<file path="src/rtl/rv_pkg.sv">
package rv_pkg;

  // architectural widths
  localparam int xlen   = 64;
  localparam int nreg   = 32;
  localparam int reg_aw = 5;
  localparam int info_w = 15;

  // major opcodes of the base integer set
  typedef enum logic [6:0] {
    opc_op     = 7'b0110011,
    opc_op_imm = 7'b0010011,
    opc_load   = 7'b0000011,
    opc_store  = 7'b0100011,
    opc_branch = 7'b1100011,
    opc_jal    = 7'b1101111,
    opc_jalr   = 7'b1100111,
    opc_lui    = 7'b0110111,
    opc_auipc  = 7'b0010111,
    opc_system = 7'b1110011
  } opcode_e;

  // execute class in bits 2:0 of the info word
  typedef enum logic [2:0] {
    cls_none = 3'd0,
    cls_alu  = 3'd1,
    cls_bjp  = 3'd2,
    cls_ls   = 3'd3
  } exu_class_e;

  // alu one-hot positions
  localparam int alu_add    = 3;
  localparam int alu_sub    = 4;
  localparam int alu_sll    = 5;
  localparam int alu_slt    = 6;
  localparam int alu_sltu   = 7;
  localparam int alu_xor    = 8;
  localparam int alu_srl    = 9;
  localparam int alu_sra    = 10;
  localparam int alu_or     = 11;
  localparam int alu_and    = 12;
  localparam int alu_lui    = 13;
  localparam int alu_ebreak = 14;

  // branch and jump positions
  localparam int bjp_jal  = 3;
  localparam int bjp_jalr = 4;
  localparam int bjp_beq  = 5;
  localparam int bjp_bne  = 6;
  localparam int bjp_blt  = 7;
  localparam int bjp_bge  = 8;
  localparam int bjp_bltu = 9;
  localparam int bjp_bgeu = 10;

  // load/store positions
  localparam int ls_load  = 3;
  localparam int ls_store = 4;
  localparam int ls_usign = 5;
  localparam int ls_byte  = 6;
  localparam int ls_half  = 7;
  localparam int ls_word  = 8;
  localparam int ls_dbl   = 9;

  typedef enum logic [1:0] {
    sz_b = 2'd0,
    sz_h = 2'd1,
    sz_w = 2'd2,
    sz_d = 2'd3
  } mem_size_e;

endpackage

</file>
<file path="src/rtl/rv_regfile.sv">
module rv_regfile
  import rv_pkg::*;
(
  input  logic              clk_i,
  input  logic              arst_n_i,
  input  logic [reg_aw-1:0] rs1_idx_i,
  input  logic [reg_aw-1:0] rs2_idx_i,
  input  logic              wr_en_i,
  input  logic [reg_aw-1:0] wr_idx_i,
  input  logic [xlen-1:0]   wr_data_i,
  output logic [xlen-1:0]   rs1_data_o,
  output logic [xlen-1:0]   rs2_data_o
);

  // x0 has no storage
  logic [xlen-1:0] regs [1:nreg-1];

  always_ff @(posedge clk_i or negedge arst_n_i) begin
    if (!arst_n_i) begin
      for (int i = 1; i < nreg; i++) begin
        regs[i] <= '0;
      end
    end else if (wr_en_i && (wr_idx_i != '0)) begin
      regs[wr_idx_i] <= wr_data_i;
    end
  end

  assign rs1_data_o = (rs1_idx_i == '0) ? '0 : regs[rs1_idx_i];
  assign rs2_data_o = (rs2_idx_i == '0) ? '0 : regs[rs2_idx_i];

endmodule

</file>
<file path="config.mk">
export PLATFORM = sky130hd
export DESIGN_NAME = rv_regfile
export DESIGN_NICKNAME = d
export VERILOG_FILES = /design/src/rtl/rv_pkg.sv /design/src/rtl/rv_regfile.sv
export SDC_FILE = /design/constraint.sdc
export NUM_CORES = 2
export LEC_CHECK = 0
export BUFFER_PORTS_ARGS = -buffer_cell sky130_fd_sc_hd__buf_2
export CORE_ASPECT_RATIO = 1.4
export CORE_MARGIN = 5
export CORE_UTILIZATION = 47
export DETAILED_ROUTE_END_ITERATION = 12
export SLEW_MARGIN = 20
export SYNTH_ARGS = -nofsm -noshare
export SYNTH_HDL_FRONTEND = slang
export SYNTH_SLANG_ARGS = --single-unit
</file>
<file path="constraint.sdc">
create_clock -name clk_i -period 4.82 [get_ports clk_i]
set_clock_uncertainty 0.05 [all_clocks]
set_input_delay 0.964 -clock clk_i [delete_from_list [all_inputs] [get_ports clk_i]]
set_output_delay 0.964 -clock clk_i [all_outputs]
set_load 0.05 [all_outputs]
</file>
[Word-level counts from Yosys, hierarchy flattened]
Index checks and enable logic that the tools add are counted.
Widths: inputs -> output; s select.
Word-level totals
  flip-flop bits (word level): 1984
  bits in latches: 0
  RAM bits: 0
  ROM bits: 0
  input bits: 82
  output and inout port bits: 128
  memories kept: 0
Cells by class
  $add $sub $neg: 0
  multipliers: 0
  divide/modulo/power cells: 0
  magnitude comparators: 4
  equality and inequality tests: 0
  shifts and indexed selects: 0
  mux-type cells: 11
  bitwise gates (word level): 3
  reduce and logical (&&, ||, !) cells: 5
Operator list (number)
  $bwmux 1984: 1
  $bmux 64 s5: 2
  $mux 64: 7
  $demux 64 s5: 1
  $ge 6x6->1 const B: 3
  $not 5->6: 3
  $logic_not 5->1: 2
  $lt 6x1->1 const B: 1
  $reduce_bool 5->1: 1
  $logic_and 1x1->1: 2

[Logic depth before layout (Yosys ltp)]
  depth in word-level cells: 6
  mapped depth: 10
  mapped depth without buffers: 5

[Least setup slack after synthesis]
OpenSTA, ideal clock, no wires.
  kind: input to output
  start: in rs2_idx_i[1]
  end: out rs2_data_o[34]
  data arrival time: 3.327 ns
  slack: 0.479 ns
  stages: 9
  cells stage by stage: buf_2 > buf_2 > buf_2 > buf_2 > mux4_2 > mux2i_1 > nand2_1 > o21ai_0 > a211oi_1
On the way
  longest elaborated chain between the ends: 5
Ends and longest elaborated chain
  start, declared: RTL line rv_regfile.sv:7  | input logic [reg_aw-1:0] rs2_idx_i,
  $not 5->6 (implied by the code): RTL line rv_regfile.sv:29  | assign rs2_data_o = (rs2_idx_i == '0) ? '0 : regs[rs2_idx_i];
  $bmux 64 s5: RTL line rv_regfile.sv:29
  $mux 64 (implied by the code) (2 in a row): RTL line rv_regfile.sv:29
  $mux 64 (*): RTL line rv_regfile.sv:29
  end, declared: RTL line rv_regfile.sv:12  | output logic [xlen-1:0] rs2_data_o
Mark *: on every way between the ends. The rest lies on a longest branch, timed or not. The select of a mux whose other input is x is not followed.

[Worst setup path after layout]
  start: in rs1_idx_i[0]
  end: out rs1_data_o[1]
On the way
  longest elaborated chain between the ends: 5
Ends and longest elaborated chain
  start, declared: RTL line rv_regfile.sv:6  | input logic [reg_aw-1:0] rs1_idx_i,
  $not 5->6 (implied by the code): RTL line rv_regfile.sv:28  | assign rs1_data_o = (rs1_idx_i == '0) ? '0 : regs[rs1_idx_i];
  $bmux 64 s5: RTL line rv_regfile.sv:28
  $mux 64 (implied by the code) (2 in a row): RTL line rv_regfile.sv:28
  $mux 64 (*): RTL line rv_regfile.sv:28
  end, declared: RTL line rv_regfile.sv:11  | output logic [xlen-1:0] rs1_data_o,
Marks and branches as above.

==> flow_metrics.py <==
metrics = {
    "run_status": {
        "status": "completed",
    },
    "timing": {
        "tns_ns": 0,
        "setup-violations-final": 0,
        "finalHoldViolCount": 0,
        "fmax_mhz": 217,
        "worst_pin_slew_ns": 1.16,
        "rsz0062_at_grt": "false",
        "slew_viol_final": 0,
        "slew_headroom_pct": 21.9,
        "min_period_over_period_pct": 95.8,
        "period_needed_ns": 4.62,
    },
    "global_routing": {
        "grt_use_total_pct": 30.1,
        "grt_max_degree": 167,
        "antenna_found_initial": 36,
        "overflow": 0,
        "grt_pass1_vias": 73800,
        "grt_pass1_wl_um": 527000,
    },
    "worst_setup_path": {
        "crit_path_max_fanout": 26,
        "required_ns": 3.81,
        "worstPathCellList": "buf_8 -> nor2b_4 -> buf_12 -> a221oi_1 -> nor3_1 -> a311oi_1 -> a31oi_1 -> buf_12",
        "crit_family": "compound AO/OA/AOI/OAI gates",
        "critPathBufInv": 3,
        "worstSetupPathType": "in -> out",
        "worst_setup_path_end_kind": "output port",
        "critPathMaxStageDelay_ns": 0.88,
        "crit_path_start_kind": "input pin",
        "slowest_stage": "a31oi_1",
        "arrival_ns": 3.60,
        "path_common_cell": "buf_12",
    },
    "layout": {
        "multiInputGateArea_um2": 53700,
        "register_area_um2": 49600,
        "top_regs": "regs x1984",
        "instances_no_fill": 10700,
        "drive_gt1_share_pct": 51.2,
        "largest_reg_flops": 1984,
        "fillCellCount": 18700,
        "syn2layout_area_growth_pct": 12.9,
        "largest_register": "regs",
        "layout.nets": 7534,
    },
    "logic_synthesis": {
        "synth_top_area_share_pct": 46.5,
        "seq_area_frac_synth_pct": 46.5,
        "yosys.cell_types.count": 44,
        "synth_area_leaders": "dfrtp_1 (47%), mux2_2 (23%), mux4_2 (16%), mux2i_1 (4.3%), clkbuf_1 (1.6%)",
        "syn_inst": 7449,
        "synth_ff_type": "dfrtp_1",
        "syn_avg_cell_area_um2": 14.3,
        "synth_area_um2": 107000,
        "ys.warnings.count": 0,
        "synth_nets": 7531,
        "synth-edff-count": 0,
        "synth_most_common_cell": "mux2_2",
        "synthTopCellsByCount": "mux2_2 (2178), dfrtp_1 (1984), mux4_2 (748)",
        "async_flop_share_pct": 100,
        "ys_seq_elements": 1984,
        "yosysTopAreaCell": "dfrtp_1",
    },
    "route": {
        "dr_total_vias": 70400,
        "drt_iter0_drc": 6318,
        "drt_wl_total_um": 359000,
        "drc": 0,
        "drt_first_pass_iters": 6,
        "ant_nets": 0,
        "drt-vias-per-instance": 6.61,
        "post_drt_wl_per_cell_um": 33.7,
    },
    "floorplan": {
        "start_util_pct": 47.1,
        "die_x_um": 413,
        "die_area_um2": 237000,
        "dieHeight_um": 574,
        "ios": 210,
        "core-area_um2": 227000,
        "num_rows": 207,
    },
    "clock_tree": {
        "numClockSinks": 1984,
        "clockBufferDepth": 4,
        "clkSlewWorstSetupHoldPaths_ns": 0.06,
        "cts_resized": 0,
        "htreeDepth": 4,
        "cts_buffers": 209,
        "ctsRootBufferMaster": "clkbuf_16",
        "cts_tree": "yes",
        "clk_latency_ns": 0.86,
    },
    "placement": {
        "gp_congestion": 0.815,
        "dp_cells": 10300,
        "numPortBuffers": 209,
        "dp_hpwl_um": 213000,
    },
    "min_path": {
        "hp-class": "reg -> reg",
    },
    "power": {
        "powerDensity_nw_per_um2": 413,
        "p_leak_nw": 52.7,
        "ir_drop_uv": 297,
    },
    "job": {
        "max_cap_violations": 0,
    },
}
==> routing by layer <==
layer  global-route usage, %  wire length [µm]  vias to the layer above
met4                    11.5             16300                       18
met3                    5.55             24600                      779
li1                        -                 -                    28500
met2                    48.1            171000                     2679
met5                       0               127                        -
met1                    41.1            147000                    38400
==> final timing paths <==
path	from	to	slack, ns	cells past startpoint
worst max-delay path	rs1_idx_i[0]	rs1_data_o[1]	0.20	8
worst min-delay path	regs[816]$_DFFE_PN0P_	regs[816]$_DFFE_PN0P_	0.47	1
worst max register to register	regs[696]$_DFFE_PN0P_	regs[696]$_DFFE_PN0P_	3.96	1
worst min register to register	regs[816]$_DFFE_PN0P_	regs[816]$_DFFE_PN0P_	0.47	1
max in group asynchronous	arst_n_i	regs[1924]$_DFFE_PN0P_	2.55	4
min in group asynchronous	arst_n_i	regs[1491]$_DFFE_PN0P_	0.59	2
==> through the flow <==
stage / power (mW) / hold slack [ns] / cell area (µm²) / utilization, % / setup slack, ns
2_1_floorplan: 30.2 / 0.441 / 107000 / - / 0.479
3_3_place_gp: 33.6 / 0.450 / 114000 / 50.2 / 0.298
3_5_place_dp: 34.0 / 0.458 / 114000 / 50.2 / 0.337
4_1_cts: 50.0 / 0.472 / 120000 / 53.1 / 0.295
5_1_grt: 51.8 / 0.478 / 120000 / 53.1 / 0.150
6_report: 49.8 / 0.471 / 120000 / 53.1 / 0.203
==> cells in the final DEF (no fill, tap or decap), types with 88 or more instances in the layout <==
master and n:
a221oi_1 119, a21oi_1 121, nor2_1 89, buf_2 141, nand2_1 239, nor2b_1 112
nor3_1 88, mux2i_1 458, mux2_2 2178, buf_12 191, buf_4 252, clkbuf_16 211
dfrtp_1 1984, mux4_2 748, o21ai_0 105
==> kinds of logic (layout without fill, tap and decap cells) <==
kind of cell	after synthesis	count (layout)	share of synthesized area, %
other	0	17	0
flip-flops	1984	1984	46.5
AO/OA/AOI/OAI	651	651	4.21
buffers and inverters	803	962	3.37
AND/OR/NAND/NOR	620	620	2.69
multiplexers	3391	3391	43.2
==> layout make-up <==
class                   instances  area share [%]
flip-flops and latches       1984            41.2
clock inverters                65           0.459
well taps                    3030            3.15
inverters                       1         0.00520
multi-input cells            4662            44.6
repair buffers                594            5.45
clock buffers                 302            5.00
diodes                         17          0.0353
==> repair_timing <==
item / 4_1_cts / 5_1_grt
setup endpoints to repair: 0 / 0
hold buffers: 1 / 0
buffers inserted: 0 / 0
hold endpoints to repair: 16 / 0
==> report_power, final <==
part	leakage (nW)	total (mW)	internal, mW	switching (mW)
clock network	3.27	16.0	9.01	6.94
logic	24.0	11.4	6.43	4.97
registers	25.4	22.4	19.9	2.46
Note: power is estimated with default switching activity, not from simulation.
