$ cat src/rtl/rv_pkg.sv
package rv_pkg;

  // architectural widths
  localparam int xlen   = 64;
  localparam int nreg   = 32;
  localparam int reg_aw = 5;
  localparam int info_w = 15;

  // major opcodes of the base integer set
  typedef enum logic [6:0] {
    opc_op     = 7'b0110011,
    opc_op_imm = 7'b0010011,
    opc_load   = 7'b0000011,
    opc_store  = 7'b0100011,
    opc_branch = 7'b1100011,
    opc_jal    = 7'b1101111,
    opc_jalr   = 7'b1100111,
    opc_lui    = 7'b0110111,
    opc_auipc  = 7'b0010111,
    opc_system = 7'b1110011
  } opcode_e;

  // execute class in bits 2:0 of the info word
  typedef enum logic [2:0] {
    cls_none = 3'd0,
    cls_alu  = 3'd1,
    cls_bjp  = 3'd2,
    cls_ls   = 3'd3
  } exu_class_e;

  // alu one-hot positions
  localparam int alu_add    = 3;
  localparam int alu_sub    = 4;
  localparam int alu_sll    = 5;
  localparam int alu_slt    = 6;
  localparam int alu_sltu   = 7;
  localparam int alu_xor    = 8;
  localparam int alu_srl    = 9;
  localparam int alu_sra    = 10;
  localparam int alu_or     = 11;
  localparam int alu_and    = 12;
  localparam int alu_lui    = 13;
  localparam int alu_ebreak = 14;

  // branch and jump positions
  localparam int bjp_jal  = 3;
  localparam int bjp_jalr = 4;
  localparam int bjp_beq  = 5;
  localparam int bjp_bne  = 6;
  localparam int bjp_blt  = 7;
  localparam int bjp_bge  = 8;
  localparam int bjp_bltu = 9;
  localparam int bjp_bgeu = 10;

  // load/store positions
  localparam int ls_load  = 3;
  localparam int ls_store = 4;
  localparam int ls_usign = 5;
  localparam int ls_byte  = 6;
  localparam int ls_half  = 7;
  localparam int ls_word  = 8;
  localparam int ls_dbl   = 9;

  typedef enum logic [1:0] {
    sz_b = 2'd0,
    sz_h = 2'd1,
    sz_w = 2'd2,
    sz_d = 2'd3
  } mem_size_e;

endpackage

$ cat src/rtl/rv_exu.sv
module rv_exu
  import rv_pkg::*;
(
  input  logic              clk_i,
  input  logic              arst_n_i,
  input  logic              dec_valid_i,
  input  logic [xlen-1:0]   dec_pc_i,
  input  logic [xlen-1:0]   dec_op1_i,
  input  logic [xlen-1:0]   dec_op2_i,
  input  logic [xlen-1:0]   dec_op1_jp_i,
  input  logic [xlen-1:0]   dec_op2_jp_i,
  input  logic [xlen-1:0]   dec_st_data_i,
  input  logic              dec_rd_wr_en_i,
  input  logic [reg_aw-1:0] dec_rd_idx_i,
  input  logic [info_w-1:0] dec_info_i,
  input  logic              dec_invalid_i,
  input  logic [xlen-1:0]   mem_rdata_i,
  output logic              retire_valid_o,
  output logic [xlen-1:0]   retire_pc_o,
  output logic              wb_en_o,
  output logic [reg_aw-1:0] wb_idx_o,
  output logic [xlen-1:0]   wb_data_o,
  output logic              mem_en_o,
  output logic              mem_we_o,
  output logic [xlen-1:0]   mem_addr_o,
  output logic [xlen-1:0]   mem_wdata_o,
  output mem_size_e         mem_size_o,
  output logic              redirect_o,
  output logic [xlen-1:0]   redirect_pc_o,
  output logic              invalid_o,
  output logic              ebreak_o
);

  logic              ex_valid, ex_rd_wr_en, ex_invalid;
  logic [xlen-1:0]   ex_pc, ex_op1, ex_op2, ex_op1_jp, ex_op2_jp, ex_st_data;
  logic [reg_aw-1:0] ex_rd_idx;
  logic [info_w-1:0] ex_info;

  always_ff @(posedge clk_i or negedge arst_n_i) begin
    if (!arst_n_i) begin
      ex_valid    <= 1'b0;
      ex_rd_wr_en <= 1'b0;
      ex_invalid  <= 1'b0;
      ex_pc       <= '0;
      ex_op1      <= '0;
      ex_op2      <= '0;
      ex_op1_jp   <= '0;
      ex_op2_jp   <= '0;
      ex_st_data  <= '0;
      ex_rd_idx   <= '0;
      ex_info     <= '0;
    end else begin
      ex_valid    <= dec_valid_i;
      ex_rd_wr_en <= dec_rd_wr_en_i;
      ex_invalid  <= dec_invalid_i;
      ex_pc       <= dec_pc_i;
      ex_op1      <= dec_op1_i;
      ex_op2      <= dec_op2_i;
      ex_op1_jp   <= dec_op1_jp_i;
      ex_op2_jp   <= dec_op2_jp_i;
      ex_st_data  <= dec_st_data_i;
      ex_rd_idx   <= dec_rd_idx_i;
      ex_info     <= dec_info_i;
    end
  end

  exu_class_e cls;
  logic is_alu, is_bjp, is_ls;
  assign cls    = exu_class_e'(ex_info[2:0]);
  assign is_alu = (cls == cls_alu);
  assign is_bjp = (cls == cls_bjp);
  assign is_ls  = (cls == cls_ls);

  // shared by add, link value and memory address
  logic [xlen-1:0] sum, alu_res;
  logic [5:0] shamt;
  assign sum   = ex_op1 + ex_op2;
  assign shamt = ex_op2[5:0];

  assign alu_res =
    ({xlen{ex_info[alu_add]}}  & sum) |
    ({xlen{ex_info[alu_sub]}}  & (ex_op1 - ex_op2)) |
    ({xlen{ex_info[alu_sll]}}  & (ex_op1 << shamt)) |
    ({xlen{ex_info[alu_slt]}}  & xlen'($signed(ex_op1) < $signed(ex_op2))) |
    ({xlen{ex_info[alu_sltu]}} & xlen'(ex_op1 < ex_op2)) |
    ({xlen{ex_info[alu_xor]}}  & (ex_op1 ^ ex_op2)) |
    ({xlen{ex_info[alu_srl]}}  & (ex_op1 >> shamt)) |
    ({xlen{ex_info[alu_sra]}}  & xlen'($signed(ex_op1) >>> shamt)) |
    ({xlen{ex_info[alu_or]}}   & (ex_op1 | ex_op2)) |
    ({xlen{ex_info[alu_and]}}  & (ex_op1 & ex_op2)) |
    ({xlen{ex_info[alu_lui]}}  & ex_op2);

  // branch compare on rs1 and rs2
  logic eq, lt, ltu, taken;
  logic [xlen-1:0] target;
  assign eq  = (ex_op1 == ex_op2);
  assign lt  = $signed(ex_op1) < $signed(ex_op2);
  assign ltu = ex_op1 < ex_op2;

  assign taken = is_bjp & (ex_info[bjp_jal] | ex_info[bjp_jalr] |
                           (ex_info[bjp_beq] & eq) | (ex_info[bjp_bne] & ~eq) |
                           (ex_info[bjp_blt] & lt) | (ex_info[bjp_bge] & ~lt) |
                           (ex_info[bjp_bltu] & ltu) | (ex_info[bjp_bgeu] & ~ltu));

  assign target        = ex_op1_jp + ex_op2_jp;
  assign redirect_o    = ex_valid & taken;
  assign redirect_pc_o = {target[xlen-1:1], target[0] & ~ex_info[bjp_jalr]};

  mem_size_e ls_size;
  logic [xlen-1:0] ld_data;
  logic usign;
  assign usign = ex_info[ls_usign];

  always_comb begin
    if (ex_info[ls_dbl]) begin
      ls_size = sz_d;
    end else if (ex_info[ls_word]) begin
      ls_size = sz_w;
    end else if (ex_info[ls_half]) begin
      ls_size = sz_h;
    end else begin
      ls_size = sz_b;
    end
  end

  // read data arrives right aligned
  always_comb begin
    case (ls_size)
      sz_b:    ld_data = {{(xlen-8){~usign & mem_rdata_i[7]}}, mem_rdata_i[7:0]};
      sz_h:    ld_data = {{(xlen-16){~usign & mem_rdata_i[15]}}, mem_rdata_i[15:0]};
      sz_w:    ld_data = {{(xlen-32){~usign & mem_rdata_i[31]}}, mem_rdata_i[31:0]};
      default: ld_data = mem_rdata_i;
    endcase
  end

  assign mem_en_o    = ex_valid & is_ls;
  assign mem_we_o    = mem_en_o & ex_info[ls_store];
  assign mem_addr_o  = sum;
  assign mem_wdata_o = ex_st_data;
  assign mem_size_o  = ls_size;

  assign wb_en_o   = ex_valid & ex_rd_wr_en;
  assign wb_idx_o  = ex_rd_idx;
  assign wb_data_o = is_ls ? ld_data : (is_bjp ? sum : alu_res);

  assign retire_valid_o = ex_valid;
  assign retire_pc_o    = ex_pc;
  assign invalid_o      = ex_valid & ex_invalid;
  assign ebreak_o       = ex_valid & is_alu & ex_info[alu_ebreak];

endmodule

$ cat config.mk
export PLATFORM = sky130hd
export DESIGN_NAME = rv_exu
export DESIGN_NICKNAME = d
export VERILOG_FILES = /design/src/rtl/rv_pkg.sv /design/src/rtl/rv_exu.sv
export SDC_FILE = /design/constraint.sdc
export NUM_CORES = 2
export LEC_CHECK = 0
export BUFFER_PORTS_ARGS = -buffer_cell sky130_fd_sc_hd__buf_2
export CELL_PAD_IN_SITES_DETAIL_PLACEMENT = 1
export CELL_PAD_IN_SITES_GLOBAL_PLACEMENT = 1
export CORE_AREA = 2 2 311 313
export DETAILED_ROUTE_END_ITERATION = 8
export DIE_AREA = 0 0 313 315
export PLACE_DENSITY_LB_ADDON = 0.12
export RECOVER_POWER = 25
export SLEW_MARGIN = 20
export SYNTH_ARGS = -nofsm -noshare
export SYNTH_HDL_FRONTEND = slang
export SYNTH_SLANG_ARGS = --single-unit
$ cat constraint.sdc
create_clock -name clk_i -period 6.4 [get_ports clk_i]
set_clock_uncertainty 0.2 [all_clocks]
set_input_delay 1.6 -clock clk_i [delete_from_list [all_inputs] [get_ports clk_i]]
set_output_delay 1.6 -clock clk_i [all_outputs]
set_load 0.01 [all_outputs]
## Yosys cells after proc, flatten, opt, wreduce, memory -nomap -nowiden

Index checks and enable logic that the tools add are counted.

- $add $sub $neg: 3
- Order comparisons: 2
- Equal/unequal tests: 6
- Shift-type cells: 3
- Mux-type cells: 6
- Bitwise logic cells: 54
- Reduce and logical (&&, ||, !) cells: 1

Operators with widths:

| kind | number |
|---|---|
| 64-bit OR | 11 |
| 64-bit bitwise AND | 10 |
| 64-bit case mux with 3 select lines | 1 |
| 64-bit adder | 2 |
| 64-bit by 1-bit bitwise AND with 64-bit output | 2 |
| 64-bit less-than comparator | 2 |
| 64-bit two-way mux | 2 |
| 64-bit equality test | 1 |
| 64-bit by 6-bit << shifter with 64-bit output | 1 |
| 64-bit by 6-bit right shift with 64-bit output | 1 |
| 64-bit by 6-bit >>> shifter with 64-bit output | 1 |
| 64-bit subtractor | 1 |
| 64-bit bitwise XOR | 1 |
| 1-bit bitwise AND | 18 |
| 1-bit OR | 7 |
| 3-bit by 2-bit equality test with 1-bit output (second input constant) | 2 |
| 1-bit NOT | 5 |
| 2-bit two-way mux | 2 |
| 3-bit by 1-bit equality test with 1-bit output (second input constant) | 1 |
| 2-bit by 1-bit equality test with 1-bit output (second input constant) | 1 |
| 2-bit equality test (second input constant) | 1 |
| 2-bit zero test | 1 |
| 1-bit two-way mux | 1 |

- Bits in registers: 407
- Input bits: 473
- Output and inout bits: 334
- Word-level logic and storage cells: 86

## Depth between registers and ports, before layout

- Depth in word-level cells: 14
- Depth in mapped cells: 19
- Depth with buffers taken out: 14

## Worst setup path after synthesis

OpenSTA, ideal clock, no wires.

- Path kind: register to output
- Start: register ex_op2[4]
- End: output port wb_data_o[43]
- Arrival time: 4492 ps
- Data required time: 4600 ps
- Setup slack: 108 ps
- Cell stages (with the launch flop): 20
- Buffers on the path: 6
- Cell sequence: dfrtp_1 > clkbuf_1 > inv_1 > buf_1 > buf_1 > clkbuf_1 > ha_1 > buf_4 > a21oi_1 > o31ai_2 > o2111ai_1 > nand4_1 > nand3_1 > and2_1 > buf_2 > o21bai_2 > a2111oi_0 > and4b_1 > a221oi_1 > nor3_1

- Word-level cells in the longest chain between the ends: 14
- Elaborated cells between the ends (all ways): 22
- Those cells by class: add/sub (2); shift (3); mux (2); bitwise (15)

Ends and longest elaborated chain:

| element | line | source |
|---|---|---|
| start, declared | rv_exu.sv:35 | `logic [xlen-1:0] ex_pc, ex_op1, ex_op2, ex_op1_jp, ex_op2_jp, ex_st_data;` |
| start signal, assigned | rv_exu.sv:58 | `ex_op2 <= dec_op2_i;` |
| 64-bit adder * | rv_exu.sv:77 | `assign sum = ex_op1 + ex_op2;` |
| net mem_addr_o[43] | rv_exu.sv:25 | `output logic [xlen-1:0] mem_addr_o,` |
| 64-bit bitwise AND | rv_exu.sv:81 | `({xlen{ex_info[alu_add]}} & sum) \|` |
| 64-bit OR | rv_exu.sv:81 |  |
| 64-bit OR | rv_exu.sv:82 | `({xlen{ex_info[alu_sub]}} & (ex_op1 - ex_op2)) \|` |
| 64-bit OR | rv_exu.sv:83 | `({xlen{ex_info[alu_sll]}} & (ex_op1 << shamt)) \|` |
| 64-bit OR | rv_exu.sv:84 | `({xlen{ex_info[alu_slt]}} & xlen'($signed(ex_op1) < $signed(ex_op2))) \|` |
| 64-bit OR | rv_exu.sv:85 | `({xlen{ex_info[alu_sltu]}} & xlen'(ex_op1 < ex_op2)) \|` |
| 64-bit OR | rv_exu.sv:86 | `({xlen{ex_info[alu_xor]}} & (ex_op1 ^ ex_op2)) \|` |
| 64-bit OR | rv_exu.sv:87 | `({xlen{ex_info[alu_srl]}} & (ex_op1 >> shamt)) \|` |
| 64-bit OR | rv_exu.sv:88 | `({xlen{ex_info[alu_sra]}} & xlen'($signed(ex_op1) >>> shamt)) \|` |
| 64-bit OR | rv_exu.sv:89 | `({xlen{ex_info[alu_or]}} & (ex_op1 \| ex_op2)) \|` |
| 64-bit OR | rv_exu.sv:90 | `({xlen{ex_info[alu_and]}} & (ex_op1 & ex_op2)) \|` |
| 64-bit two-way mux * (2 in a row) | rv_exu.sv:144 | `assign wb_data_o = is_ls ? ld_data : (is_bjp ? sum : alu_res);` |
| end, declared | rv_exu.sv:22 | `output logic [xlen-1:0] wb_data_o,` |

Mark *: on every way through the listed nets, which the timed path passes. The rest lies on a longest branch.

## Worst setup path in the final report

- Start: register ex_op1[29]
- End: output port wb_data_o[62]

- Word-level cells in the longest chain between the ends: 14
- Elaborated cells between the ends (all ways): 22
- Those cells by class: add/sub (2); shift (3); mux (2); bitwise (15)

Ends and longest elaborated chain:

| element | line | source |
|---|---|---|
| start, declared | rv_exu.sv:35 |  |
| start signal, assigned | rv_exu.sv:57 | `ex_op1 <= dec_op1_i;` |
| 64-bit adder or 64-bit subtractor (tied branches) | rv_exu.sv:77, rv_exu.sv:82 |  |
| 64-bit bitwise AND, on equally long branches | rv_exu.sv:81, rv_exu.sv:82 |  |
| 64-bit OR | rv_exu.sv:81 |  |
| 64-bit OR | rv_exu.sv:82 |  |
| 64-bit OR | rv_exu.sv:83 |  |
| 64-bit OR | rv_exu.sv:84 |  |
| 64-bit OR | rv_exu.sv:85 |  |
| 64-bit OR | rv_exu.sv:86 |  |
| 64-bit OR | rv_exu.sv:87 |  |
| 64-bit OR | rv_exu.sv:88 |  |
| 64-bit OR | rv_exu.sv:89 |  |
| 64-bit OR | rv_exu.sv:90 |  |
| 64-bit two-way mux * (2 in a row) | rv_exu.sv:144 |  |

Every way passes the cells marked *; elsewhere a longest branch is shown, timed or not.

==> impl_metrics.tcl <==
set metrics [dict create \
    die_h_um 315 \
    slowest_delay_ns 0.52 \
    synth-seq-cells 407 \
    synth-main-ff-cell "dfrtp_1" \
    boundaryPins 807 \
    violations "negative setup slack" \
    synth.yosys.seq_area_share_pct 29.1 \
    p_leak_nw 20.5 \
    dpl.hpwl_um 189000 \
    setup_viol_count_final 11 \
    place_congestion 1.11 \
    fmax_mhz 154 \
    cp_slowest_cell "dfrtp_1" \
    drtAntennaViolNets 0 \
    critical_path_class "flip-flop to output port" \
    via_per_inst 6.46 \
    yosysMostFrequentCell "nor2_1" \
    clock_path_buffers 3 \
    yosysTopAreaCellShare_pct 29.1 \
    htree_levels 2 \
    core_mm2 0.0957 \
    slew_headroom_pct 19.8 \
    die-area_mm2 0.0986 \
    ys_top_cells_by_area "dfrtp_1 29%, ha_1 9.1%, mux4_2 8.7%" \
    vias 40900 \
    drt_iter0_drc 5305 \
    cp-end-kind "output port" \
    final.setup.tns_ns -0.445 \
    die_w_um 313 \
    nets 5727 \
    grt_setup_unrepaired "true" \
    ys_async_sr_fraction_pct 100 \
    syn-num-nets 4781 \
    first_global_vias 40400 \
    cts_buffers 49 \
    drt-total-wl_um 237000 \
    peakVddDrop_mv 0.238 \
    drive_above_1_share_pct 33.1 \
    place_inst 6180 \
    crit_fanout 11 \
    cp.arrival_ns 4.70 \
    place_area_mm2 0.0422 \
    finalCriticalPeriod_ns 6.50 \
    grt-ovfl-total 0 \
    antenna_found_initial 54 \
    design_area_mm2 0.0455 \
    route.detailed.drc 0 \
    wl_per_cell_um 37.4 \
    area_delta_synth_final_pct 30.0 \
    yosys-top-cells-count "464 x nor2_1, 452 x a21oi_1, 407 x dfrtp_1, 280 x nand2_1, 256 x ha_1" \
    clockRootBuffer "clkbuf_16" \
    cts_tree "yes" \
    clock-sinks 407 \
    grt_pass1_wl_um 320000 \
    fin_util_pct 47.6 \
    crit_required_ns 4.60 \
    worstMarginPinSlew_ns 1.19 \
    fin_ws_ns -0.0988 \
    fillers 11400 \
    whs_ns 0.714 \
    ys.warnings.count 0 \
    slew_violations 0 \
    drtPass1Iterations 7 \
    instances_no_fill 6333 \
    fin_crit_sh_pct 102 \
    cts_hold_buf 0 \
    numPortBuffers 806 \
    cp_cell_sequence "inv_1 -> ha_2 -> nor4_2 -> a21boi_1 -> o2111ai_1 -> a31oi_2 -> nor3_2 -> o41ai_4 -> a31oi_2 -> xor2_2 -> a2111oi_4 -> o32ai_2 -> buf_4 -> buf_2" \
    start_kind "flip-flop" \
    status "complete, but fails checks" \
    synth.cell_area_mm2 0.0350 \
    syn_area_per_cell_um2 8.65 \
    synth-edff-count 0 \
    hp-class "input port to async pin" \
    clk_pin_slew_ns 0.06 \
    rows 114 \
    drv_cap 0 \
    start_util_pct 36.6 \
    syn-instance-count 4049 \
    grt_max_degree 147 \
    grt_use_total_pct 46.0 \
    synth_top_cell_by_area "dfrtp_1" \
    p_per_area_mw_per_mm2 224 \
    cp_common_cell "a31oi_2" \
    hold_viol 0 \
    synth_cell_types 96 \
]
## routing by layer
| layer | GRT usage, % | vias to the layer above | wire length, um |
|---|---|---|---|
| met3 | 13.8 | 863 | 24900 |
| met5 | 0 | - | 292 |
| met2 | 69.6 | 2764 | 102000 |
| met1 | 54.2 | 20400 | 86000 |
| met4 | 37.1 | 48 | 23300 |
| li1 | - | 16900 | - |
## state kept, by name (all words and copies together), names as in the netlist, 5 cells and up
signal	cells
ex_op2	64
ex_op1	64
retire_pc_o	64
mem_wdata_o	64
wb_idx_o	5
ex_info	15
ex_op2_jp	64
ex_op1_jp	64
## placed cells by master (no fill, tap or decap), drive strengths merged, types with 19 or more instances in the layout
cell type | Yosys | routed
nand3 | 57 | 57
mux2i | 110 | 110
o31ai | 43 | 43
a22oi | 44 | 44
o2111ai | 45 | 45
o21a | 24 | 24
o21bai | 46 | 46
a21o | 81 | 81
buf | 107 | 1171
mux4 | 136 | 136
ha | 256 | 256
inv | 217 | 220
nand4 | 51 | 51
nor2 | 465 | 465
dfrtp | 407 | 407
o22ai | 26 | 26
xnor2 | 129 | 129
clkinv | 8 | 21
a21oi | 452 | 452
or3 | 19 | 19
a221oi | 63 | 63
o211ai | 45 | 45
nand2b | 31 | 31
nor3 | 73 | 73
nand2 | 280 | 280
clkbuf | 176 | 70
nor2b | 22 | 22
a31oi | 48 | 48
a211oi | 41 | 41
nor4 | 29 | 29
o21ai | 225 | 225
xor2 | 34 | 34
diode | 0 | 25
## worst max-delay path: cells and delay by family, from the launching register on
family	cells	cell delay, ns
buffers and inverters	3	0.39
DFF	1	0.52
AOI/OAI and AO/OA	7	1.98
xor gates and xnor gates	1	0.22
adders and majority gates	1	0.40
and+or+nand+nor	2	0.53
## layout make-up
cell class                      instances  area, um2  share of cell area (%)
Clock inverter                         24        343                   0.753
Tap cell                             1276       1600                    3.51
Clock buffer                           64       1320                    2.90
Antenna cell                           25       62.6                   0.137
Inverter                              225        855                    1.88
Timing Repair Buffer                 1178       7100                    15.6
Multi-Input combinational cell       3134      24000                    52.8
Sequential cell                       407      10200                    22.4
## cells by family after synthesis
kind of cell | Yosys count | share of synthesized area [%]
adder cells (fa/ha/maj) | 259 | 9.32
buffers and inverters | 508 | 5.74
AND/OR/NAND/NOR | 1090 | 14.0
flip-flops | 407 | 29.1
XOR/XNOR | 163 | 4.08
AO/OA/AOI/OAI | 1368 | 25.6
multiplexers | 254 | 12.2
## path summary, 6_finish.rpt
check | start | to | slack [ns]
max | ex_op1[29] | wb_data_o[62] | -0.1
min | arst_n_i | ex_op1[29] | 0.71
min in group clk_i | dec_op2_i[31] | ex_op2[31] | 0.81
max in group asynchronous | arst_n_i | retire_pc_o[45] | 4.02
## timing repair
item,CTS,global route
resized for setup,82,189
setup buffers,3,33
pin swaps,12,48
cloned,1,3
endpoints found under the setup margin,61,61
## through the flow
stage / power [mW] / setup slack, ns
floorplan: 4.87 / 0.108
global placement: 6.88 / 0.155
detailed placement: 6.89 / 0.159
CTS: 9.91 / -0.0128
global route: 10.5 / -0.212
finish: 10.2 / -0.0988
## where the power goes
| part | switching (mW) | internal, mW | leakage, nW |
|---|---|---|---|
| sequential | 0.167 | 2.71 | 4.73 |
| combinational | 2.85 | 1.52 | 15.0 |
| clock | 1.28 | 1.68 | 0.813 |
Power figures use the tool's default switching activity.
