===== src/rtl/rv_pkg.sv =====
package rv_pkg;

  // architectural widths
  localparam int xlen   = 64;
  localparam int nreg   = 32;
  localparam int reg_aw = 5;
  localparam int info_w = 15;

  // major opcodes of the base integer set
  typedef enum logic [6:0] {
    opc_op     = 7'b0110011,
    opc_op_imm = 7'b0010011,
    opc_load   = 7'b0000011,
    opc_store  = 7'b0100011,
    opc_branch = 7'b1100011,
    opc_jal    = 7'b1101111,
    opc_jalr   = 7'b1100111,
    opc_lui    = 7'b0110111,
    opc_auipc  = 7'b0010111,
    opc_system = 7'b1110011
  } opcode_e;

  // execute class in bits 2:0 of the info word
  typedef enum logic [2:0] {
    cls_none = 3'd0,
    cls_alu  = 3'd1,
    cls_bjp  = 3'd2,
    cls_ls   = 3'd3
  } exu_class_e;

  // alu one-hot positions
  localparam int alu_add    = 3;
  localparam int alu_sub    = 4;
  localparam int alu_sll    = 5;
  localparam int alu_slt    = 6;
  localparam int alu_sltu   = 7;
  localparam int alu_xor    = 8;
  localparam int alu_srl    = 9;
  localparam int alu_sra    = 10;
  localparam int alu_or     = 11;
  localparam int alu_and    = 12;
  localparam int alu_lui    = 13;
  localparam int alu_ebreak = 14;

  // branch and jump positions
  localparam int bjp_jal  = 3;
  localparam int bjp_jalr = 4;
  localparam int bjp_beq  = 5;
  localparam int bjp_bne  = 6;
  localparam int bjp_blt  = 7;
  localparam int bjp_bge  = 8;
  localparam int bjp_bltu = 9;
  localparam int bjp_bgeu = 10;

  // load/store positions
  localparam int ls_load  = 3;
  localparam int ls_store = 4;
  localparam int ls_usign = 5;
  localparam int ls_byte  = 6;
  localparam int ls_half  = 7;
  localparam int ls_word  = 8;
  localparam int ls_dbl   = 9;

  typedef enum logic [1:0] {
    sz_b = 2'd0,
    sz_h = 2'd1,
    sz_w = 2'd2,
    sz_d = 2'd3
  } mem_size_e;

endpackage


===== src/rtl/rv_idu.sv =====
module rv_idu
  import rv_pkg::*;
(
  input  logic              inst_valid_i,
  input  logic [31:0]       inst_i,
  input  logic [xlen-1:0]   pc_i,
  input  logic [xlen-1:0]   rs1_data_i,
  input  logic [xlen-1:0]   rs2_data_i,
  input  logic              fwd_en_i,
  input  logic [reg_aw-1:0] fwd_idx_i,
  input  logic [xlen-1:0]   fwd_data_i,
  input  logic              flush_i,
  output logic [reg_aw-1:0] rs1_idx_o,
  output logic [reg_aw-1:0] rs2_idx_o,
  output logic              dec_valid_o,
  output logic [xlen-1:0]   pc_o,
  output logic [xlen-1:0]   op1_o,
  output logic [xlen-1:0]   op2_o,
  output logic [xlen-1:0]   op1_jp_o,
  output logic [xlen-1:0]   op2_jp_o,
  output logic [xlen-1:0]   st_data_o,
  output logic              rd_wr_en_o,
  output logic [reg_aw-1:0] rd_idx_o,
  output logic [info_w-1:0] exu_info_o,
  output logic              invalid_o
);

  opcode_e opc;
  logic [4:0] rd, rs1, rs2;
  logic [6:0] funct7;
  logic [7:0] f3;
  logic [xlen-1:0] imm_i, imm_s, imm_b, imm_u, imm_j, imm;
  logic [xlen-1:0] rs1_val, rs2_val;
  logic [info_w-1:0] alu_info, bjp_info, ls_info;

  assign opc    = opcode_e'(inst_i[6:0]);
  assign rd     = inst_i[11:7];
  assign rs1    = inst_i[19:15];
  assign rs2    = inst_i[24:20];
  assign funct7 = inst_i[31:25];
  // one-hot funct3
  assign f3     = 8'b1 << inst_i[14:12];

  logic is_op, is_imm, is_load, is_store, is_branch;
  assign is_op     = (opc == opc_op);
  assign is_imm    = (opc == opc_op_imm);
  assign is_load   = (opc == opc_load);
  assign is_store  = (opc == opc_store);
  assign is_branch = (opc == opc_branch);

  logic f7_0, f7_20, f6_0, f6_10;
  assign f7_0  = (funct7 == 7'h00);
  assign f7_20 = (funct7 == 7'h20);
  // rv64 immediate shifts carry a 6-bit shamt
  assign f6_0  = (inst_i[31:26] == 6'h00);
  assign f6_10 = (inst_i[31:26] == 6'h10);

  // register forms
  logic add, sub, sll, slt, sltu, xor_, srl, sra, or_, and_;
  assign add  = is_op & f3[0] & f7_0;
  assign sub  = is_op & f3[0] & f7_20;
  assign sll  = is_op & f3[1] & f7_0;
  assign slt  = is_op & f3[2] & f7_0;
  assign sltu = is_op & f3[3] & f7_0;
  assign xor_ = is_op & f3[4] & f7_0;
  assign srl  = is_op & f3[5] & f7_0;
  assign sra  = is_op & f3[5] & f7_20;
  assign or_  = is_op & f3[6] & f7_0;
  assign and_ = is_op & f3[7] & f7_0;

  // immediate forms
  logic addi, slli, slti, sltiu, xori, srli, srai, ori, andi;
  assign addi  = is_imm & f3[0];
  assign slli  = is_imm & f3[1] & f6_0;
  assign slti  = is_imm & f3[2];
  assign sltiu = is_imm & f3[3];
  assign xori  = is_imm & f3[4];
  assign srli  = is_imm & f3[5] & f6_0;
  assign srai  = is_imm & f3[5] & f6_10;
  assign ori   = is_imm & f3[6];
  assign andi  = is_imm & f3[7];

  logic lb, lh, lw, ld, lbu, lhu, lwu, sb, sh, sw, sd;
  assign lb  = is_load & f3[0];
  assign lh  = is_load & f3[1];
  assign lw  = is_load & f3[2];
  assign ld  = is_load & f3[3];
  assign lbu = is_load & f3[4];
  assign lhu = is_load & f3[5];
  assign lwu = is_load & f3[6];
  assign sb  = is_store & f3[0];
  assign sh  = is_store & f3[1];
  assign sw  = is_store & f3[2];
  assign sd  = is_store & f3[3];

  logic beq, bne, blt, bge, bltu, bgeu, jal, jalr, lui, auipc, ebreak;
  assign beq    = is_branch & f3[0];
  assign bne    = is_branch & f3[1];
  assign blt    = is_branch & f3[4];
  assign bge    = is_branch & f3[5];
  assign bltu   = is_branch & f3[6];
  assign bgeu   = is_branch & f3[7];
  assign jal    = (opc == opc_jal);
  assign jalr   = (opc == opc_jalr) & f3[0];
  assign lui    = (opc == opc_lui);
  assign auipc  = (opc == opc_auipc);
  assign ebreak = (opc == opc_system) & (inst_i[31:7] == {12'h001, 13'h0});

  logic alu_r, alu_i, ld_any, st_any, br_any, known;
  assign alu_r  = add | sub | sll | slt | sltu | xor_ | srl | sra | or_ | and_;
  assign alu_i  = addi | slli | slti | sltiu | xori | srli | srai | ori | andi;
  assign ld_any = lb | lh | lw | ld | lbu | lhu | lwu;
  assign st_any = sb | sh | sw | sd;
  assign br_any = beq | bne | blt | bge | bltu | bgeu;
  assign known  = alu_r | alu_i | ld_any | st_any | br_any | jal | jalr | lui | auipc | ebreak;

  assign imm_i = {{(xlen-12){inst_i[31]}}, inst_i[31:20]};
  assign imm_s = {{(xlen-12){inst_i[31]}}, inst_i[31:25], inst_i[11:7]};
  assign imm_b = {{(xlen-13){inst_i[31]}}, inst_i[31], inst_i[7], inst_i[30:25],
                  inst_i[11:8], 1'b0};
  assign imm_u = {{(xlen-32){inst_i[31]}}, inst_i[31:12], 12'b0};
  assign imm_j = {{(xlen-21){inst_i[31]}}, inst_i[31], inst_i[19:12], inst_i[20],
                  inst_i[30:21], 1'b0};

  assign imm = ({xlen{alu_i | ld_any | jalr}} & imm_i) |
               ({xlen{st_any}}               & imm_s) |
               ({xlen{br_any}}               & imm_b) |
               ({xlen{jal}}                  & imm_j) |
               ({xlen{lui | auipc}}          & imm_u);

  // bypass from the instruction in execute
  assign rs1_val = (fwd_en_i && fwd_idx_i == rs1) ? fwd_data_i : rs1_data_i;
  assign rs2_val = (fwd_en_i && fwd_idx_i == rs2) ? fwd_data_i : rs2_data_i;

  assign op1_o = ({xlen{alu_r | alu_i | ld_any | st_any | br_any}} & rs1_val) |
                 ({xlen{auipc | jal | jalr}}                        & pc_i);

  // jumps add 4 to pc for the link value
  assign op2_o = ({xlen{alu_r | br_any}}                     & rs2_val) |
                 ({xlen{alu_i | ld_any | st_any | auipc | lui}} & imm) |
                 ({xlen{jal | jalr}}                          & xlen'(4));

  assign op1_jp_o = ({xlen{br_any | jal}} & pc_i) | ({xlen{jalr}} & rs1_val);
  assign op2_jp_o = {xlen{br_any | jal | jalr}} & imm;
  assign st_data_o = rs2_val;

  assign rs1_idx_o   = rs1;
  assign rs2_idx_o   = rs2;
  assign rd_idx_o    = rd;
  assign pc_o        = pc_i;
  assign invalid_o   = ~known;
  assign dec_valid_o = inst_valid_i & ~flush_i;
  assign rd_wr_en_o  = known & (rd != '0) & ~(st_any | br_any | ebreak);

  always_comb begin
    alu_info             = '0;
    alu_info[2:0]        = cls_alu;
    alu_info[alu_add]    = add | addi | auipc;
    alu_info[alu_sub]    = sub;
    alu_info[alu_sll]    = sll | slli;
    alu_info[alu_slt]    = slt | slti;
    alu_info[alu_sltu]   = sltu | sltiu;
    alu_info[alu_xor]    = xor_ | xori;
    alu_info[alu_srl]    = srl | srli;
    alu_info[alu_sra]    = sra | srai;
    alu_info[alu_or]     = or_ | ori;
    alu_info[alu_and]    = and_ | andi;
    alu_info[alu_lui]    = lui;
    alu_info[alu_ebreak] = ebreak;

    bjp_info           = '0;
    bjp_info[2:0]      = cls_bjp;
    bjp_info[bjp_jal]  = jal;
    bjp_info[bjp_jalr] = jalr;
    bjp_info[bjp_beq]  = beq;
    bjp_info[bjp_bne]  = bne;
    bjp_info[bjp_blt]  = blt;
    bjp_info[bjp_bge]  = bge;
    bjp_info[bjp_bltu] = bltu;
    bjp_info[bjp_bgeu] = bgeu;

    ls_info           = '0;
    ls_info[2:0]      = cls_ls;
    ls_info[ls_load]  = ld_any;
    ls_info[ls_store] = st_any;
    ls_info[ls_usign] = lbu | lhu | lwu;
    ls_info[ls_byte]  = lb | lbu | sb;
    ls_info[ls_half]  = lh | lhu | sh;
    ls_info[ls_word]  = lw | lwu | sw;
    ls_info[ls_dbl]   = ld | sd;
  end

  always_comb begin
    if (alu_r | alu_i | lui | auipc | ebreak) begin
      exu_info_o = alu_info;
    end else if (br_any | jal | jalr) begin
      exu_info_o = bjp_info;
    end else if (ld_any | st_any) begin
      exu_info_o = ls_info;
    end else begin
      exu_info_o = info_w'(cls_none);
    end
  end

endmodule


===== config.mk =====
export PLATFORM = sky130hd
export DESIGN_NAME = rv_idu
export DESIGN_NICKNAME = d
export VERILOG_FILES = /design/src/rtl/rv_pkg.sv /design/src/rtl/rv_idu.sv
export SDC_FILE = /design/constraint.sdc
export NUM_CORES = 1
export LEC_CHECK = 0
export ABC_AREA = 1
export ABC_CLOCK_PERIOD_IN_PS = 5450
export BUFFER_PORTS_ARGS = -buffer_cell sky130_fd_sc_hd__buf_2
export CAP_MARGIN = 20
export CORE_AREA = 2 2 281 283
export DETAILED_ROUTE_END_ITERATION = 10
export DIE_AREA = 0 0 283 285
export SYNTH_ARGS = -nofsm -noshare
export SYNTH_HDL_FRONTEND = slang
export SYNTH_SLANG_ARGS = --single-unit

===== constraint.sdc =====
create_clock -name vclk -period 5.45
set_input_delay 0.2725 -clock vclk [all_inputs]
set_output_delay 0.2725 -clock vclk [all_outputs]
set_load 0.05 [all_outputs]

# After elaboration in Yosys (flattened, before gate mapping)
# Index checks and enable logic that the tools add are counted.
dict set report classes {
  bitwise_logic 151
  n_eq_ne 15
  shifts 1
  reduce_logical 5
  muxes 5
}
# cell count
set ops {}
lappend ops {{$and A64 B64 Y64} 12}
lappend ops {{$or A64 B64 Y64} 7}
lappend ops {{$mux W64} 2}
lappend ops {{$or A1 B1 Y1} 77}
lappend ops {{$or A64 B3 Y64} 1}
lappend ops {{$and A1 B1 Y1} 51}
lappend ops {{$eq A7 B6 Y1 const B} 4}
lappend ops {{$eq A7 B7 Y1 const B} 4}
lappend ops {{$eq A25 B14 Y1 const B} 1}
lappend ops {{$mux W15} 1}
lappend ops {{$eq A7 B5 Y1 const B} 2}
lappend ops {{$mux W11} 1}
lappend ops {{$eq A5 B5 Y1} 2}
lappend ops {{$mux W10} 1}
lappend ops {{$shl A1 B3 Y8 const A} 1}
lappend ops {{$eq A7 B2 Y1 const B} 1}
lappend ops {{$logic_not A7 Y1} 1}
lappend ops {{$eq A6 B5 Y1 const B} 1}
lappend ops {{$logic_not A6 Y1} 1}
lappend ops {{$reduce_bool A5 Y1} 1}
lappend ops {{$not A1 Y1} 3}
lappend ops {{$logic_and A1 B1 Y1} 2}
dict set report totals {
  register_bits 0
  inputBits 296
  out_inout_bits 417
  word_cells 177
}

# Logic depth before layout (Yosys ltp)
dict set report logic_depth {
  word_depth 23
  mapped_depth 14
  mapped_depth_nobuf 13
}

# Worst setup path before layout
# OpenSTA, ideal clock, no wires.
dict set report synth_path {
  path_type {input port to output port}
  start {in inst_i[14]}
  end {out op2_jp_o[32]}
  required_time_ps 5178
  t_arrival_ps 3840
  cell_stages 8
  slack_ps 1337
  n_path_buf 3
  cell_sequence {buf_4 > nor3_2 > inv_1 > nor3_2 > nor2_1 > clkbuf_1 > a31oi_1 > buf_4}
}
dict set report synth_via {
  elab_chain_cells 19
  elab_cells_between_ends 64
  classes_between {shift (1); bitwise (63)}
}
# element line_no
set synth_lines {}
lappend synth_lines {{start, declared} rv_idu.sv:5} ;# input logic [31:0] inst_i,
lappend synth_lines {{$shl A1 B3 Y8 *} rv_idu.sv:42} ;# assign f3 = 8'b1 << inst_i[14:12];
lappend synth_lines {{$and A1 B1 Y1 (2 in a row)} rv_idu.sv:74} ;# assign slli = is_imm & f3[1] & f6_0;
lappend synth_lines {{$or A1 B1 Y1 (8 in a row)} rv_idu.sv:111} ;# assign alu_i = addi | slli | slti | sltiu | xori | srli | srai | ori | andi;
lappend synth_lines {{$or A1 B1 Y1 (2 in a row)} rv_idu.sv:125} ;# assign imm = ({xlen{alu_i | ld_any | jalr}} & imm_i) |
lappend synth_lines {{$and A64 B64 Y64} rv_idu.sv:125}
lappend synth_lines {{$or A64 B64 Y64} rv_idu.sv:125}
lappend synth_lines {{$or A64 B64 Y64} rv_idu.sv:126} ;# ({xlen{st_any}} & imm_s) |
lappend synth_lines {{$or A64 B64 Y64} rv_idu.sv:127} ;# ({xlen{br_any}} & imm_b) |
lappend synth_lines {{$or A64 B64 Y64} rv_idu.sv:128} ;# ({xlen{jal}} & imm_j) |
lappend synth_lines {{$and A64 B64 Y64 *} rv_idu.sv:144} ;# assign op2_jp_o = {xlen{br_any | jal | jalr}} & imm;
lappend synth_lines {{end, declared} rv_idu.sv:20} ;# output logic [xlen-1:0] op2_jp_o,
# Every way passes the cells marked *; elsewhere a longest branch is shown, timed or not.

# Worst setup path after layout
dict set report layout_path {
  start {in inst_i[1]}
  end {out op1_o[52]}
}
dict set report layout_via {
  elab_chain_cells 18
  elab_cells_between_ends 95
  classes_between {eq/ne (8); bitwise (87)}
}
# element line_no
set layout_lines {}
lappend layout_lines {{$eq A7 B6 Y1} rv_idu.sv:45} ;# assign is_op = (opc == opc_op);
lappend layout_lines {{$and A1 B1 Y1} {rv_idu.sv:60, rv_idu.sv:61}}
lappend layout_lines {{$and A1 B1 Y1, on equally long branches} {rv_idu.sv:60, rv_idu.sv:61}}
lappend layout_lines {{$or A1 B1 Y1 (9 in a row)} rv_idu.sv:110} ;# assign alu_r = add | sub | sll | slt | sltu | xor_ | srl | sra | or_ | and_;
lappend layout_lines {{$or A1 B1 Y1 (4 in a row)} rv_idu.sv:135} ;# assign op1_o = ({xlen{alu_r | alu_i | ld_any | st_any | br_any}} & rs1_val) |
lappend layout_lines {{$and A64 B64 Y64} rv_idu.sv:135}
lappend layout_lines {{$or A64 B64 Y64 *} rv_idu.sv:135}
lappend layout_lines {{end, declared} rv_idu.sv:17} ;# output logic [xlen-1:0] op1_o,
# Marked as above.

==> results.py <==
metrics = {
    "drt": {
        "drt_iter0_drc": 804,
        "wl_per_cell_um": 19.0,
        "wl_mm": 53.3,
        "vias_per_cell": 3.73,
        "drc_errors": 0,
        "vias": 10500,
        "first_pass_iters": 6,
        "ant_nets": 0,
    },
    "place": {
        "place.gp.congestion": 1.05,
        "place_hpwl_mm": 45.3,
        "placement.io_buffers": 712,
        "place_ws_ps": 1750,
    },
    "global_route": {
        "met3_usage_pct": 2.90,
        "grt_pass1_wl_mm": 70.5,
        "grt_max_degree": 74,
        "grtUsageMet1_pct": 15.5,
        "use_met2_pct": 19.4,
        "overflow": 0,
        "antenna_found_initial": 8,
        "grt_pass1_vias": 9476,
        "grt_usage_pct": 12.1,
        "busiest_layer": "met2",
    },
    "final_layout": {
        "nNetsFinal": 2052,
        "seqCellArea_um2": 0,
        "multiInputGateArea_mm2": 0.00420,
        "layout-drive-gt1-share_pct": 43.8,
        "syn_to_final_growth_pct": 66.3,
        "nFlopsAndLatches": 0,
        "fill_cells": 9254,
        "nClkBuffers": 0,
    },
    "floorplan": {
        "die_h_um": 285,
        "dieWidth_um": 283,
        "start_util_pct": 7.42,
        "core_area_mm2": 0.0780,
        "row_count": 103,
        "dieArea_mm2": 0.0807,
        "io_pins": 713,
    },
    "power": {
        "power_density_mw_per_mm2": 75.4,
        "max-vdd-ir-drop_mv": 0.0288,
        "leakage_nw": 5.81,
    },
    "logic_synthesis": {
        "synth_warnings": 0,
        "syn_inst": 1216,
        "yosysSeqAreaShare_pct": 0,
        "avgSynthCellArea_um2": 4.76,
        "ys_types": 37,
        "mappedNetlistArea_mm2": 0.00579,
        "synthesis.nets": 1512,
    },
    "timing": {
        "tightestPinTransition_ps": 1300,
        "fmax_mhz": 267,
        "rsz0062_at_grt": "no",
        "slew_violations": 0,
        "setup_tns_ps": 0,
        "relSlewSlack_pct": 12.5,
        "setup_ws_ps": 1710,
        "fin_crit_ps": 3740,
        "hold_slack_ps": 847,
        "fin_crit_sh_pct": 68.6,
        "setup_viol": 0,
        "hold_violations": 0,
    },
    "clock_tree": {
        "cts_hold_buf": 0,
        "post_cts_resized": 0,
        "cts_setup_buffers": 0,
    },
    "critical_path": {
        "path_class": "in2out",
        "critical_path_required_ps": 5180,
        "cp.arrival_ps": 3470,
        "cpPeakStageDelay_ps": 890,
        "start_kind": "primary input",
        "critPathMaxFanout": 43,
        "cpMaxStageDelayCell": "nor2_8",
        "end_kind": "output pin",
        "startpoint": "inst_i[1]",
        "path_cells": "buf_2, nand2_1, inv_2, nand2_2, inv_2, nand2_1, nor2_2, o22ai_1, nand3_4, nor2_8, buf_4, o21ai_1, buf_2",
    },
    "min_path": {
        "hp-start": "flush_i",
        "hp-class": "in2out",
    },
    "run_status": {
        "status": "finished, final reports clean",
    },
    "run": {
        "cap_violations": 0,
    },
}
[report_power, final]
part / leakage [nW] / total [mW] / internal, mW / switching (mW)
sequential: 0 / 0 / 0 / 0
clock: 0.0000444 / 0.0000000226 / 0.0000000225 / 0
combinational: 5.81 / 0.725 / 0.171 / 0.554
[area by class of cell]
class                           count  share of cell area [%]
Antenna cell                        7                   0.182
Inverter                          104                    4.08
Multi-Input combinational cell    922                    43.6
Tap cell                         1050                    13.7
Timing Repair Buffer              728                    38.5
[per-stage QoR]
| stage | instances | power (mW) | util, % | instance area, um2 |
|---|---|---|---|---|
| global placement | 2803 | 0.720 | 12.3 | 9590 |
| detailed placement | 2803 | 0.721 | 12.3 | 9590 |
| global route | 2809 | 0.760 | 12.3 | 9610 |
| CTS | 2803 | 0.723 | 12.3 | 9590 |
| floorplan | 1216 | 0.450 | - | 5790 |
| finish | 2811 | 0.725 | 12.3 | 9620 |
[per-layer routing]
layer	vias up	routed length [um]	share of wire (%)
met3	102	5320	10
met5	-	24	0.045
met2	779	23200	44
li1	4863	-	-
met4	4	2560	4.8
met1	4746	22200	42
[final timing paths]
path	slack [ps]	endpoint	depth (start not counted)
max	1710	op1_o[52]	13
min	850	dec_valid_o	3
[worst max-delay path, delay by kind of cell]
kind,cells,cell delay [ps]
simple gates,6,1850
buf+inv,5,860
compound gates,2,410
[cell families after synthesis]
kind of cell | count (synthesis) | share of synthesized area (%)
and+or+nand+nor | 605 | 42.7
other | 1 | 0.0648
xor gates and xnor gates | 7 | 1.06
buffers and inverters | 294 | 28.5
AOI/OAI and AO/OA | 309 | 27.7
[cell usage after synthesis, types with 2 or more instances]
cell | instances | area (um2)
o211ai_1 | 3 | 22.5
inv_1 | 92 | 345
nor2_4 | 6 | 67.6
o21ai_1 | 63 | 315
o2111ai_1 | 3 | 26.3
a21oi_1 | 81 | 405
buf_6 | 11 | 124
inv_2 | 11 | 41.3
xor2_1 | 6 | 52.6
nand2_1 | 429 | 1610
nor2_2 | 7 | 43.8
nor3_2 | 2 | 20.0
buf_2 | 21 | 105
nor3_1 | 8 | 40.0
o21ai_0 | 139 | 696
nand4_1 | 6 | 37.5
nor2_1 | 103 | 387
nand3_1 | 36 | 180
a31oi_1 | 12 | 75.1
nand2_2 | 3 | 18.8
buf_4 | 115 | 863
o22ai_1 | 3 | 18.8
clkbuf_1 | 42 | 158
[placed cells by master, fill, tap and decap left out, drive strengths merged]
cell type	instances
diode	7
o22ai	3
conb	1
buf	728
a32oi	1
a31oi	12
o21a	1
o211ai	3
xor2	6
nor4	1
a21oi	81
nand2	433
nand4	6
o21ai	202
nor3	10
inv	104
o31ai	2
xnor2	1
o2111ai	3
o221ai	1
nor2	117
nand3	38
Power figures use the tool's default switching activity.
